==> src/rtl/md_bus_pkg.sv <==
// shared page constants, widths and the Z80 address views, used by all bus arbiter RTL by scoped name
package md_bus_pkg;

	// 68000 page is byte address bits 23..8
	typedef logic [15:0] page_t;

	localparam page_t IO_PAGE     = 16'hA100; // joypad and version registers
	localparam page_t FDC_PAGE    = 16'hA120; // floppy controller
	localparam page_t TIME_PAGE   = 16'hA130; // cartridge timing strobe
	localparam page_t BUSREQ_PAGE = 16'hA111; // Z80 bus request bit
	localparam page_t ZRESET_PAGE = 16'hA112; // Z80 reset bit

	// upper byte of the page for the Z80 area seen from the 68000
	localparam logic [7:0] ZAREA_PREFIX = 8'hA0;

	localparam int BANK_W = 9;

	// bank register selects the 32 KB slice of 68000 space for the window
	typedef logic [BANK_W-1:0] bank_t;

	// region view, 8 KB regions
	typedef struct packed {
		logic [2:0]  region;
		logic [12:0] offset;
	} zregion_t;

	// window view, upper 32 KB window
	typedef struct packed {
		logic        window;
		logic [14:0] offset;
	} zwindow_t;

	// one Z80 address, decoded by region or by window
	typedef union packed {
		zregion_t rgn;
		zwindow_t win;
	} zaddr_u;

	localparam logic [2:0] REGION_ZRAM0   = 3'd0; // 0x0000..0x1FFF
	localparam logic [2:0] REGION_ZRAM1   = 3'd1; // 0x2000..0x3FFF
	localparam logic [2:0] REGION_SOUND   = 3'd2; // FM chip
	localparam logic [2:0] REGION_BANKREG = 3'd3; // bank register, page 0x60 only
	localparam logic [2:0] REGION_WINDOW  = 3'd4; // regions 4..7

	// offset bits 12..8 inside the bank register region that select page 0x60
	localparam logic [4:0] BANKREG_SUB = 5'h00;

endpackage

==> src/rtl/m68k_decode.sv <==
// 68000-side page decoder with DTACK timing and the Z80 bus request and reset control bits
module m68k_decode #(
	parameter int DTACK_DELAY = 2
) (
	input  logic               MCLK,
	input  logic               rst_n_i,
	input  md_bus_pkg::page_t  vpage_i,
	input  logic               vas_n_i,
	input  logic               vrw_i,
	input  logic               vuds_n_i,
	input  logic               vd8_i,
	output logic               io_n_o,
	output logic               fdc_n_o,
	output logic               time_n_o,
	output logic               vdtack_n_o,
	output logic               zbus_req_o,
	output logic               zres_n_o,
	output logic               zarea_hit_o
);

	localparam int CNT_W = $clog2(DTACK_DELAY + 1);

	logic             io_pg, fdc_pg, time_pg;
	logic             busreq_pg, zreset_pg, zarea_pg;
	logic             dec_hit;
	logic             ctrl_wr;
	logic             io_n_q, fdc_n_q, time_n_q;
	logic             zarea_q;
	logic             dtack_n_q;
	logic [CNT_W-1:0] cnt_q;
	logic             zbr_q, zres_n_q;

	assign io_pg     = (vpage_i == md_bus_pkg::IO_PAGE);
	assign fdc_pg    = (vpage_i == md_bus_pkg::FDC_PAGE);
	assign time_pg   = (vpage_i == md_bus_pkg::TIME_PAGE);
	assign busreq_pg = (vpage_i == md_bus_pkg::BUSREQ_PAGE);
	assign zreset_pg = (vpage_i == md_bus_pkg::ZRESET_PAGE);
	assign zarea_pg  = (vpage_i[15:8] == md_bus_pkg::ZAREA_PREFIX);

	// Z80 area only answers while the 68000 holds the Z80 bus
	assign dec_hit = io_pg | fdc_pg | time_pg | busreq_pg | zreset_pg | (zarea_pg & zbr_q);

	assign ctrl_wr = ~vas_n_i & ~vrw_i & ~vuds_n_i;

	always_ff @(posedge MCLK or negedge rst_n_i)
	begin
		if (!rst_n_i)
		begin
			io_n_q   <= 1'b1;
			fdc_n_q  <= 1'b1;
			time_n_q <= 1'b1;
			zarea_q  <= 1'b0;
		end
		else
		begin
			io_n_q   <= vas_n_i | ~io_pg;
			fdc_n_q  <= vas_n_i | ~fdc_pg;
			time_n_q <= vas_n_i | ~time_pg;
			zarea_q  <= ~vas_n_i & zarea_pg;
		end
	end

	// counts strobe cycles until DTACK and holds it once reached
	always_ff @(posedge MCLK or negedge rst_n_i)
	begin
		if (!rst_n_i)
		begin
			cnt_q     <= '0;
			dtack_n_q <= 1'b1;
		end
		else if (vas_n_i)
		begin
			cnt_q     <= '0;
			dtack_n_q <= 1'b1;
		end
		else if (dec_hit && dtack_n_q)
		begin
			cnt_q <= cnt_q + CNT_W'(1);
			if (cnt_q == CNT_W'(DTACK_DELAY - 1))
				dtack_n_q <= 1'b0;
		end
	end

	always_ff @(posedge MCLK or negedge rst_n_i)
	begin
		if (!rst_n_i)
		begin
			zbr_q    <= 1'b0;
			zres_n_q <= 1'b0; // Z80 held in reset
		end
		else if (ctrl_wr)
		begin
			if (busreq_pg)
				zbr_q <= vd8_i;
			if (zreset_pg)
				zres_n_q <= vd8_i;
		end
	end

	assign io_n_o      = io_n_q;
	assign fdc_n_o     = fdc_n_q;
	assign time_n_o    = time_n_q;
	assign vdtack_n_o  = dtack_n_q;
	assign zbus_req_o  = zbr_q;
	assign zres_n_o    = zres_n_q;
	assign zarea_hit_o = zarea_q;

endmodule

==> src/rtl/z80_decode.sv <==
// Z80-side region decoder with registered hit flags and the serially loaded bank register
module z80_decode (
	input  logic               MCLK,
	input  logic               rst_n_i,
	input  md_bus_pkg::zaddr_u za_i,
	input  logic               zmreq_n_i,
	input  logic               zwr_n_i,
	input  logic               zd0_i,
	output logic               zram_hit_o,
	output logic               sound_hit_o,
	output logic               win_hit_o,
	output md_bus_pkg::bank_t  bank_o
);

	logic              zram_rgn, sound_rgn, win_rgn, bank_rgn;
	logic              bank_wr, bank_wr_q;
	logic              zram_q, sound_q, win_q;
	md_bus_pkg::bank_t bank_q;

	assign zram_rgn  = (za_i.rgn.region == md_bus_pkg::REGION_ZRAM0) |
		(za_i.rgn.region == md_bus_pkg::REGION_ZRAM1);
	assign sound_rgn = (za_i.rgn.region == md_bus_pkg::REGION_SOUND);
	assign win_rgn   = (za_i.rgn.region >= md_bus_pkg::REGION_WINDOW);
	assign bank_rgn  = (za_i.rgn.region == md_bus_pkg::REGION_BANKREG) &
		(za_i.rgn.offset[12:8] == md_bus_pkg::BANKREG_SUB);

	assign bank_wr = ~zmreq_n_i & ~zwr_n_i & bank_rgn;

	always_ff @(posedge MCLK or negedge rst_n_i)
	begin
		if (!rst_n_i)
		begin
			zram_q    <= 1'b0;
			sound_q   <= 1'b0;
			win_q     <= 1'b0;
			bank_wr_q <= 1'b0;
		end
		else
		begin
			zram_q    <= ~zmreq_n_i & zram_rgn;
			sound_q   <= ~zmreq_n_i & sound_rgn;
			win_q     <= ~zmreq_n_i & win_rgn;
			bank_wr_q <= bank_wr;
		end
	end

	// one shift per write, new bit enters at the top
	always_ff @(posedge MCLK or negedge rst_n_i)
	begin
		if (!rst_n_i)
			bank_q <= '0;
		else if (bank_wr && !bank_wr_q)
			bank_q <= {zd0_i, bank_q[md_bus_pkg::BANK_W-1:1]};
	end

	assign zram_hit_o  = zram_q;
	assign sound_hit_o = sound_q;
	assign win_hit_o   = win_q;
	assign bank_o      = bank_q;

endmodule

==> src/rtl/bank_bridge.sv <==
// joins the two decoders, gates Z80 selects by bus ownership and runs the banked window access
module bank_bridge (
	input  logic               MCLK,
	input  logic               rst_n_i,
	input  md_bus_pkg::zaddr_u za_i,
	input  logic               zram_hit_i,
	input  logic               sound_hit_i,
	input  logic               win_hit_i,
	input  logic               zbus_req_i,
	input  logic               zres_n_i,
	input  logic               zarea_hit_i,
	input  md_bus_pkg::bank_t  bank_i,
	input  logic               vdtack_n_i,
	input  logic               zmreq_n_i,
	output md_bus_pkg::page_t  va_o,
	output logic               vas_n_o,
	output logic               zwait_n_o,
	output logic               zram_n_o,
	output logic               sound_n_o
);

	localparam logic [1:0] ST_IDLE    = 2'd0;
	localparam logic [1:0] ST_STROBE  = 2'd1;
	localparam logic [1:0] ST_RELEASE = 2'd2;

	logic              z80_off;
	logic [1:0]        state_q;
	logic              vas_n_q;
	md_bus_pkg::page_t va_q;

	// 68000 owns the Z80 bus or keeps the Z80 in reset
	assign z80_off = zbus_req_i | ~zres_n_i;

	assign zram_n_o  = z80_off ? ~zarea_hit_i : ~zram_hit_i;
	assign sound_n_o = z80_off | ~sound_hit_i;

	always_ff @(posedge MCLK or negedge rst_n_i)
	begin
		if (!rst_n_i)
		begin
			state_q <= ST_IDLE;
			vas_n_q <= 1'b1;
		end
		else
		begin
			case (state_q)
				ST_IDLE:
				begin
					if (win_hit_i && !z80_off)
					begin
						vas_n_q <= 1'b0;
						state_q <= ST_STROBE;
					end
				end
				ST_STROBE:
				begin
					if (!vdtack_n_i)
					begin
						vas_n_q <= 1'b1;
						state_q <= ST_RELEASE;
					end
				end
				ST_RELEASE:
				begin
					if (zmreq_n_i)
						state_q <= ST_IDLE; // Z80 cycle ended
				end
				default:
				begin
					vas_n_q <= 1'b1;
					state_q <= ST_IDLE;
				end
			endcase
		end
	end

	// address held for the whole strobe
	always_ff @(posedge MCLK)
	begin
		if (state_q == ST_IDLE && win_hit_i && !z80_off)
			va_q <= {bank_i, za_i.win.offset[14:8]};
	end

	assign va_o      = va_q;
	assign vas_n_o   = vas_n_q;
	assign zwait_n_o = vas_n_q; // Z80 stalls while the strobe is out

endmodule

==> src/rtl/md_bus_arbiter.sv <==
// top level of the two-CPU bus arbiter, instantiates the decoders and the window bridge
module md_bus_arbiter #(
	parameter int DTACK_DELAY = 2
) (
	input  logic               MCLK,
	input  logic               rst_n_i,
	input  md_bus_pkg::page_t  vpage_i,
	input  logic               vas_n_i,
	input  logic               vrw_i,
	input  logic               vuds_n_i,
	input  logic               vd8_i,
	input  md_bus_pkg::zaddr_u za_i,
	input  logic               zmreq_n_i,
	input  logic               zwr_n_i,
	input  logic               zd0_i,
	input  logic               vdtack_n_i,
	output logic               io_n_o,
	output logic               fdc_n_o,
	output logic               time_n_o,
	output logic               vdtack_n_o,
	output md_bus_pkg::page_t  va_o,
	output logic               vas_n_o,
	output logic               zwait_n_o,
	output logic               zram_n_o,
	output logic               sound_n_o,
	output logic               zbr_o,
	output logic               zres_n_o
);

	logic              zbus_req, zres_n, zarea_hit;
	logic              zram_hit, sound_hit, win_hit;
	md_bus_pkg::bank_t bank;

	m68k_decode #(
		.DTACK_DELAY(DTACK_DELAY)
	) m68k_decode_i (
		.MCLK(MCLK),
		.rst_n_i(rst_n_i),
		.vpage_i(vpage_i),
		.vas_n_i(vas_n_i),
		.vrw_i(vrw_i),
		.vuds_n_i(vuds_n_i),
		.vd8_i(vd8_i),
		.io_n_o(io_n_o),
		.fdc_n_o(fdc_n_o),
		.time_n_o(time_n_o),
		.vdtack_n_o(vdtack_n_o),
		.zbus_req_o(zbus_req),
		.zres_n_o(zres_n),
		.zarea_hit_o(zarea_hit)
	);

	z80_decode z80_decode_i (
		.MCLK(MCLK),
		.rst_n_i(rst_n_i),
		.za_i(za_i),
		.zmreq_n_i(zmreq_n_i),
		.zwr_n_i(zwr_n_i),
		.zd0_i(zd0_i),
		.zram_hit_o(zram_hit),
		.sound_hit_o(sound_hit),
		.win_hit_o(win_hit),
		.bank_o(bank)
	);

	bank_bridge bank_bridge_i (
		.MCLK(MCLK),
		.rst_n_i(rst_n_i),
		.za_i(za_i),
		.zram_hit_i(zram_hit),
		.sound_hit_i(sound_hit),
		.win_hit_i(win_hit),
		.zbus_req_i(zbus_req),
		.zres_n_i(zres_n),
		.zarea_hit_i(zarea_hit),
		.bank_i(bank),
		.vdtack_n_i(vdtack_n_i),
		.zmreq_n_i(zmreq_n_i),
		.va_o(va_o),
		.vas_n_o(vas_n_o),
		.zwait_n_o(zwait_n_o),
		.zram_n_o(zram_n_o),
		.sound_n_o(sound_n_o)
	);

	assign zbr_o    = zbus_req;
	assign zres_n_o = zres_n;

endmodule

==> config.mk <==
export PLATFORM = sky130hd
export DESIGN_NAME = md_bus_arbiter
export DESIGN_NICKNAME = d
export VERILOG_FILES = /design/src/rtl/md_bus_pkg.sv /design/src/rtl/m68k_decode.sv /design/src/rtl/z80_decode.sv /design/src/rtl/bank_bridge.sv /design/src/rtl/md_bus_arbiter.sv
export SDC_FILE = /design/constraint.sdc
export NUM_CORES = 1
export LEC_CHECK = 0
export ABC_CLOCK_PERIOD_IN_PS = 2700
export BUFFER_PORTS_ARGS = -buffer_cell sky130_fd_sc_hd__buf_2
export CORE_UTILIZATION = 40
export DETAILED_ROUTE_END_ITERATION = 8
export PLACE_DENSITY = 0.74
export SYNTH_ARGS = -nofsm -noshare
export SYNTH_HDL_FRONTEND = slang
export SYNTH_SLANG_ARGS = --single-unit
export TNS_END_PERCENT = 30
==> constraint.sdc <==
create_clock -name MCLK -period 2.7 [get_ports MCLK]
set_clock_uncertainty 0.1 [all_clocks]
set_input_delay 0.54 -clock MCLK [delete_from_list [all_inputs] [get_ports MCLK]]
set_output_delay 0.54 -clock MCLK [all_outputs]
set_load 0.01 [all_outputs]
==> impl_metrics.json <==
{
  "drc": 0,
  "holdWs_ps": 127,
  "hold_viol": 0,
  "vias": 1128,
  "outcome": "completed",
  "ios": 68,
  "layout_commonest_cell": "buf_2",
  "comb_power_share": 0.047,
  "dr.pass1.iters": 4,
  "drt_iter0_drc": 79,
  "postSynthCellCount": 115,
  "p_int_w": 0.000944,
  "via_per_inst": 4.90,
  "critical_path_class": "input port to flop",
  "htreeDepth": 2,
  "die_h_um": 66.0,
  "clock-root-buffer": "clkbuf_8",
  "slew_violations": 0,
  "hold_path.class": "input port to async pin",
  "routed_wl_um": 2880,
  "post-route-period-util": 0.753,
  "synthToLayoutAreaGrowth_pct": 28.4,
  "switching_power_w": 0.000226,
  "place_congestion": 0.738,
  "arrival_ps": 2110,
  "total_leakage_power_nw": 0.900,
  "fmax_ghz": 0.492,
  "tritoncts": "done",
  "slowest_delay_ps": 570,
  "yosysWarnings": 0,
  "netlist_area_mm2": 0.00164,
  "start_util": 0.432,
  "post-cts-setup-buffer-count": 0,
  "worst_path_max_delay_cell": "nor4_4",
  "stdcell_area_mm2": 0.00211,
  "synth.avg_cell_area_um2": 14.3,
  "grt_pass1_wl_um": 4550,
  "drtAntennaViolNets": 0,
  "row_count": 22,
  "crit_chain": "buf_2, nor4_2, nand3_2, nor4_4, mux2_2",
  "clock_path_buffers": 2,
  "utilization": 0.554,
  "syn_nets": 158,
  "drive_gt1_frac": 0.495,
  "core_area_mm2": 0.00380,
  "numCtsBuffers": 5,
  "dpl_cell_area_mm2": 0.00200,
  "yosysUniqueCellTypes": 31,
  "synth_top_area_cell": "dfrtp_1",
  "period_needed_ps": 2030,
  "ys_seq_area_frac": 0.678,
  "track_usage": 0.143,
  "grt_max_degree": 26,
  "fillers": 318,
  "die_area_mm2": 0.00436,
  "dp_hpwl_um": 2250,
  "maxSlewHeadroom": 0.577,
  "worst_setup_path_start_kind": "input port",
  "rsz0062_at_grt": "false",
  "clk_pin_slew_ps": 70,
  "critPathMaxFanout": 9,
  "portBuffers": 59,
  "swShare": 0.193,
  "synth_area_leaders": "dfrtp_1, edfxtp_1, mux2_2",
  "hold_buffers": 0,
  "antenna_cells": 0,
  "synth_seq_cells": 41,
  "maxCapViolCount": 0,
  "cts-resized-gates": 0,
  "tightest_slew_ps": 630,
  "cp_data_required_time_ps": 2770,
  "max-vdd-ir-drop_uv": 233,
  "pwr-share-seq": 0.554,
  "clkSinkCount": 41,
  "wl_per_cell_um": 12.5,
  "final_cell_mix": "buf_2, dfrtp_1, edfxtp_1",
  "nets": 224,
  "synth_top_area_frac": 0.305,
  "antenna_found_initial": 0,
  "clkPwrFrac": 0.399,
  "die_w_um": 66.0,
  "grt_overflow": 0,
  "powerDensity_mw_per_mm2": 556,
  "clk_latency_ps": 290,
  "finalPower_w": 0.00117,
  "setup_viol": 0,
  "end_kind": "flop",
  "first_global_vias": 1084,
  "setup_tns_ps": 0
}
==> registers in the layout, summed over array words and instances (netlist names) <==
name and flops:
m68k_decode_i.io_n_o 1, z80_decode_i.sound_hit_o 1, m68k_decode_i.cnt_q 2, z80_decode_i.win_hit_o 1, m68k_decode_i.zarea_hit_o 1, bank_bridge_i.va_o 16, m68k_decode_i.time_n_o 1, m68k_decode_i.zbus_req_o 1
m68k_decode_i.vdtack_n_o 1, m68k_decode_i.fdc_n_o 1, bank_bridge_i.state_q 2, m68k_decode_i.zres_n_o 1, z80_decode_i.zram_hit_o 1, z80_decode_i.bank_o 9, z80_decode_i.bank_wr_q 1, bank_bridge_i.vas_n_o 1
==> metal layers <==
metal  up-vias  GRT usage  share of wire
met5         -          0              0
met4         0     0.0559          0.015
met3         5     0.0517          0.084
met2        54      0.247           0.47
met1       519      0.160           0.43
li1        550          -              -
==> path summary, 6_finish.rpt <==
| check | startpoint | end | slack [ps] | cells after the start |
|---|---|---|---|---|
| min in group MCLK | za_i[13] | z80_decode_i.sound_hit_o | 330 | 2 |
| max | zwr_n_i | z80_decode_i.bank_o[6] | 670 | 5 |
| max in group asynchronous | rst_n_i | m68k_decode_i.io_n_o | 2000 | 1 |
| min reg2reg | z80_decode_i.bank_o[0] | bank_bridge_i.va_o[7] | 350 | 0 |
| min | rst_n_i | m68k_decode_i.cnt_q[0] | 130 | 1 |
| max reg2reg | m68k_decode_i.zbus_req_o | m68k_decode_i.cnt_q[1] | 1040 | 4 |
==> power by group through the flow <==
stage	registers, W	logic, W	clock network [W]
5_1_grt	0.000648	0.0000613	0.000512
4_1_cts	0.000648	0.0000557	0.000480
3_3_place_gp	0.000661	0.0000521	0
6_report	0.000648	0.0000547	0.000467
2_1_floorplan	0.000661	0.0000139	0
3_5_place_dp	0.000661	0.0000553	0
==> synth_stat cells <==
master,instances
or3_1,1
mux2_2,13
nand3b_1,1
nor4_4,1
a21oi_1,2
buf_4,1
dfrtp_1,20
nor2_1,11
o21ai_0,1
edfxtp_1,16
nand4_1,3
nand3_1,3
and4bb_2,1
and2_1,1
nand2b_1,5
a221oi_1,1
dfstp_2,5
nor4_2,1
nor3_1,6
nand3_2,1
and3b_1,1
nand2_1,6
nor4_1,1
a21o_1,1
nor2b_1,4
or3b_2,1
mux2i_1,2
o31a_1,1
a221o_1,1
inv_1,2
ha_1,1
==> layout make-up <==
cell class	count	area [µm²]	share of cell area
sequential	41	1110	0.528
multi-input combinational	71	513	0.244
timing repair buffer	60	303	0.144
clock buffer	5	68.8	0.0327
tap	48	60.1	0.0285
clock inverter	3	41.3	0.0196
inverter	2	7.51	0.00357
==> kinds of logic after synthesis <==
family / synth area share
simple gates: 0.173
flops: 0.678
mux: 0.101
compound gates: 0.0305
buf+inv: 0.00916
fa+ha+maj: 0.00763
==> through the flow <==
step           instances  worst slack [ps]
2_1_floorplan        115               708
3_3_place_gp         222               449
3_5_place_dp         222               345
4_1_cts              230               655
5_1_grt              230               591
6_report             230               667
==> critical path: cells and delay by family <==
family	cells	cell delay (ps)
buf+inv	1	100
mux	1	410
simple gates	3	1060
Note: power is estimated with default switching activity, not from simulation.
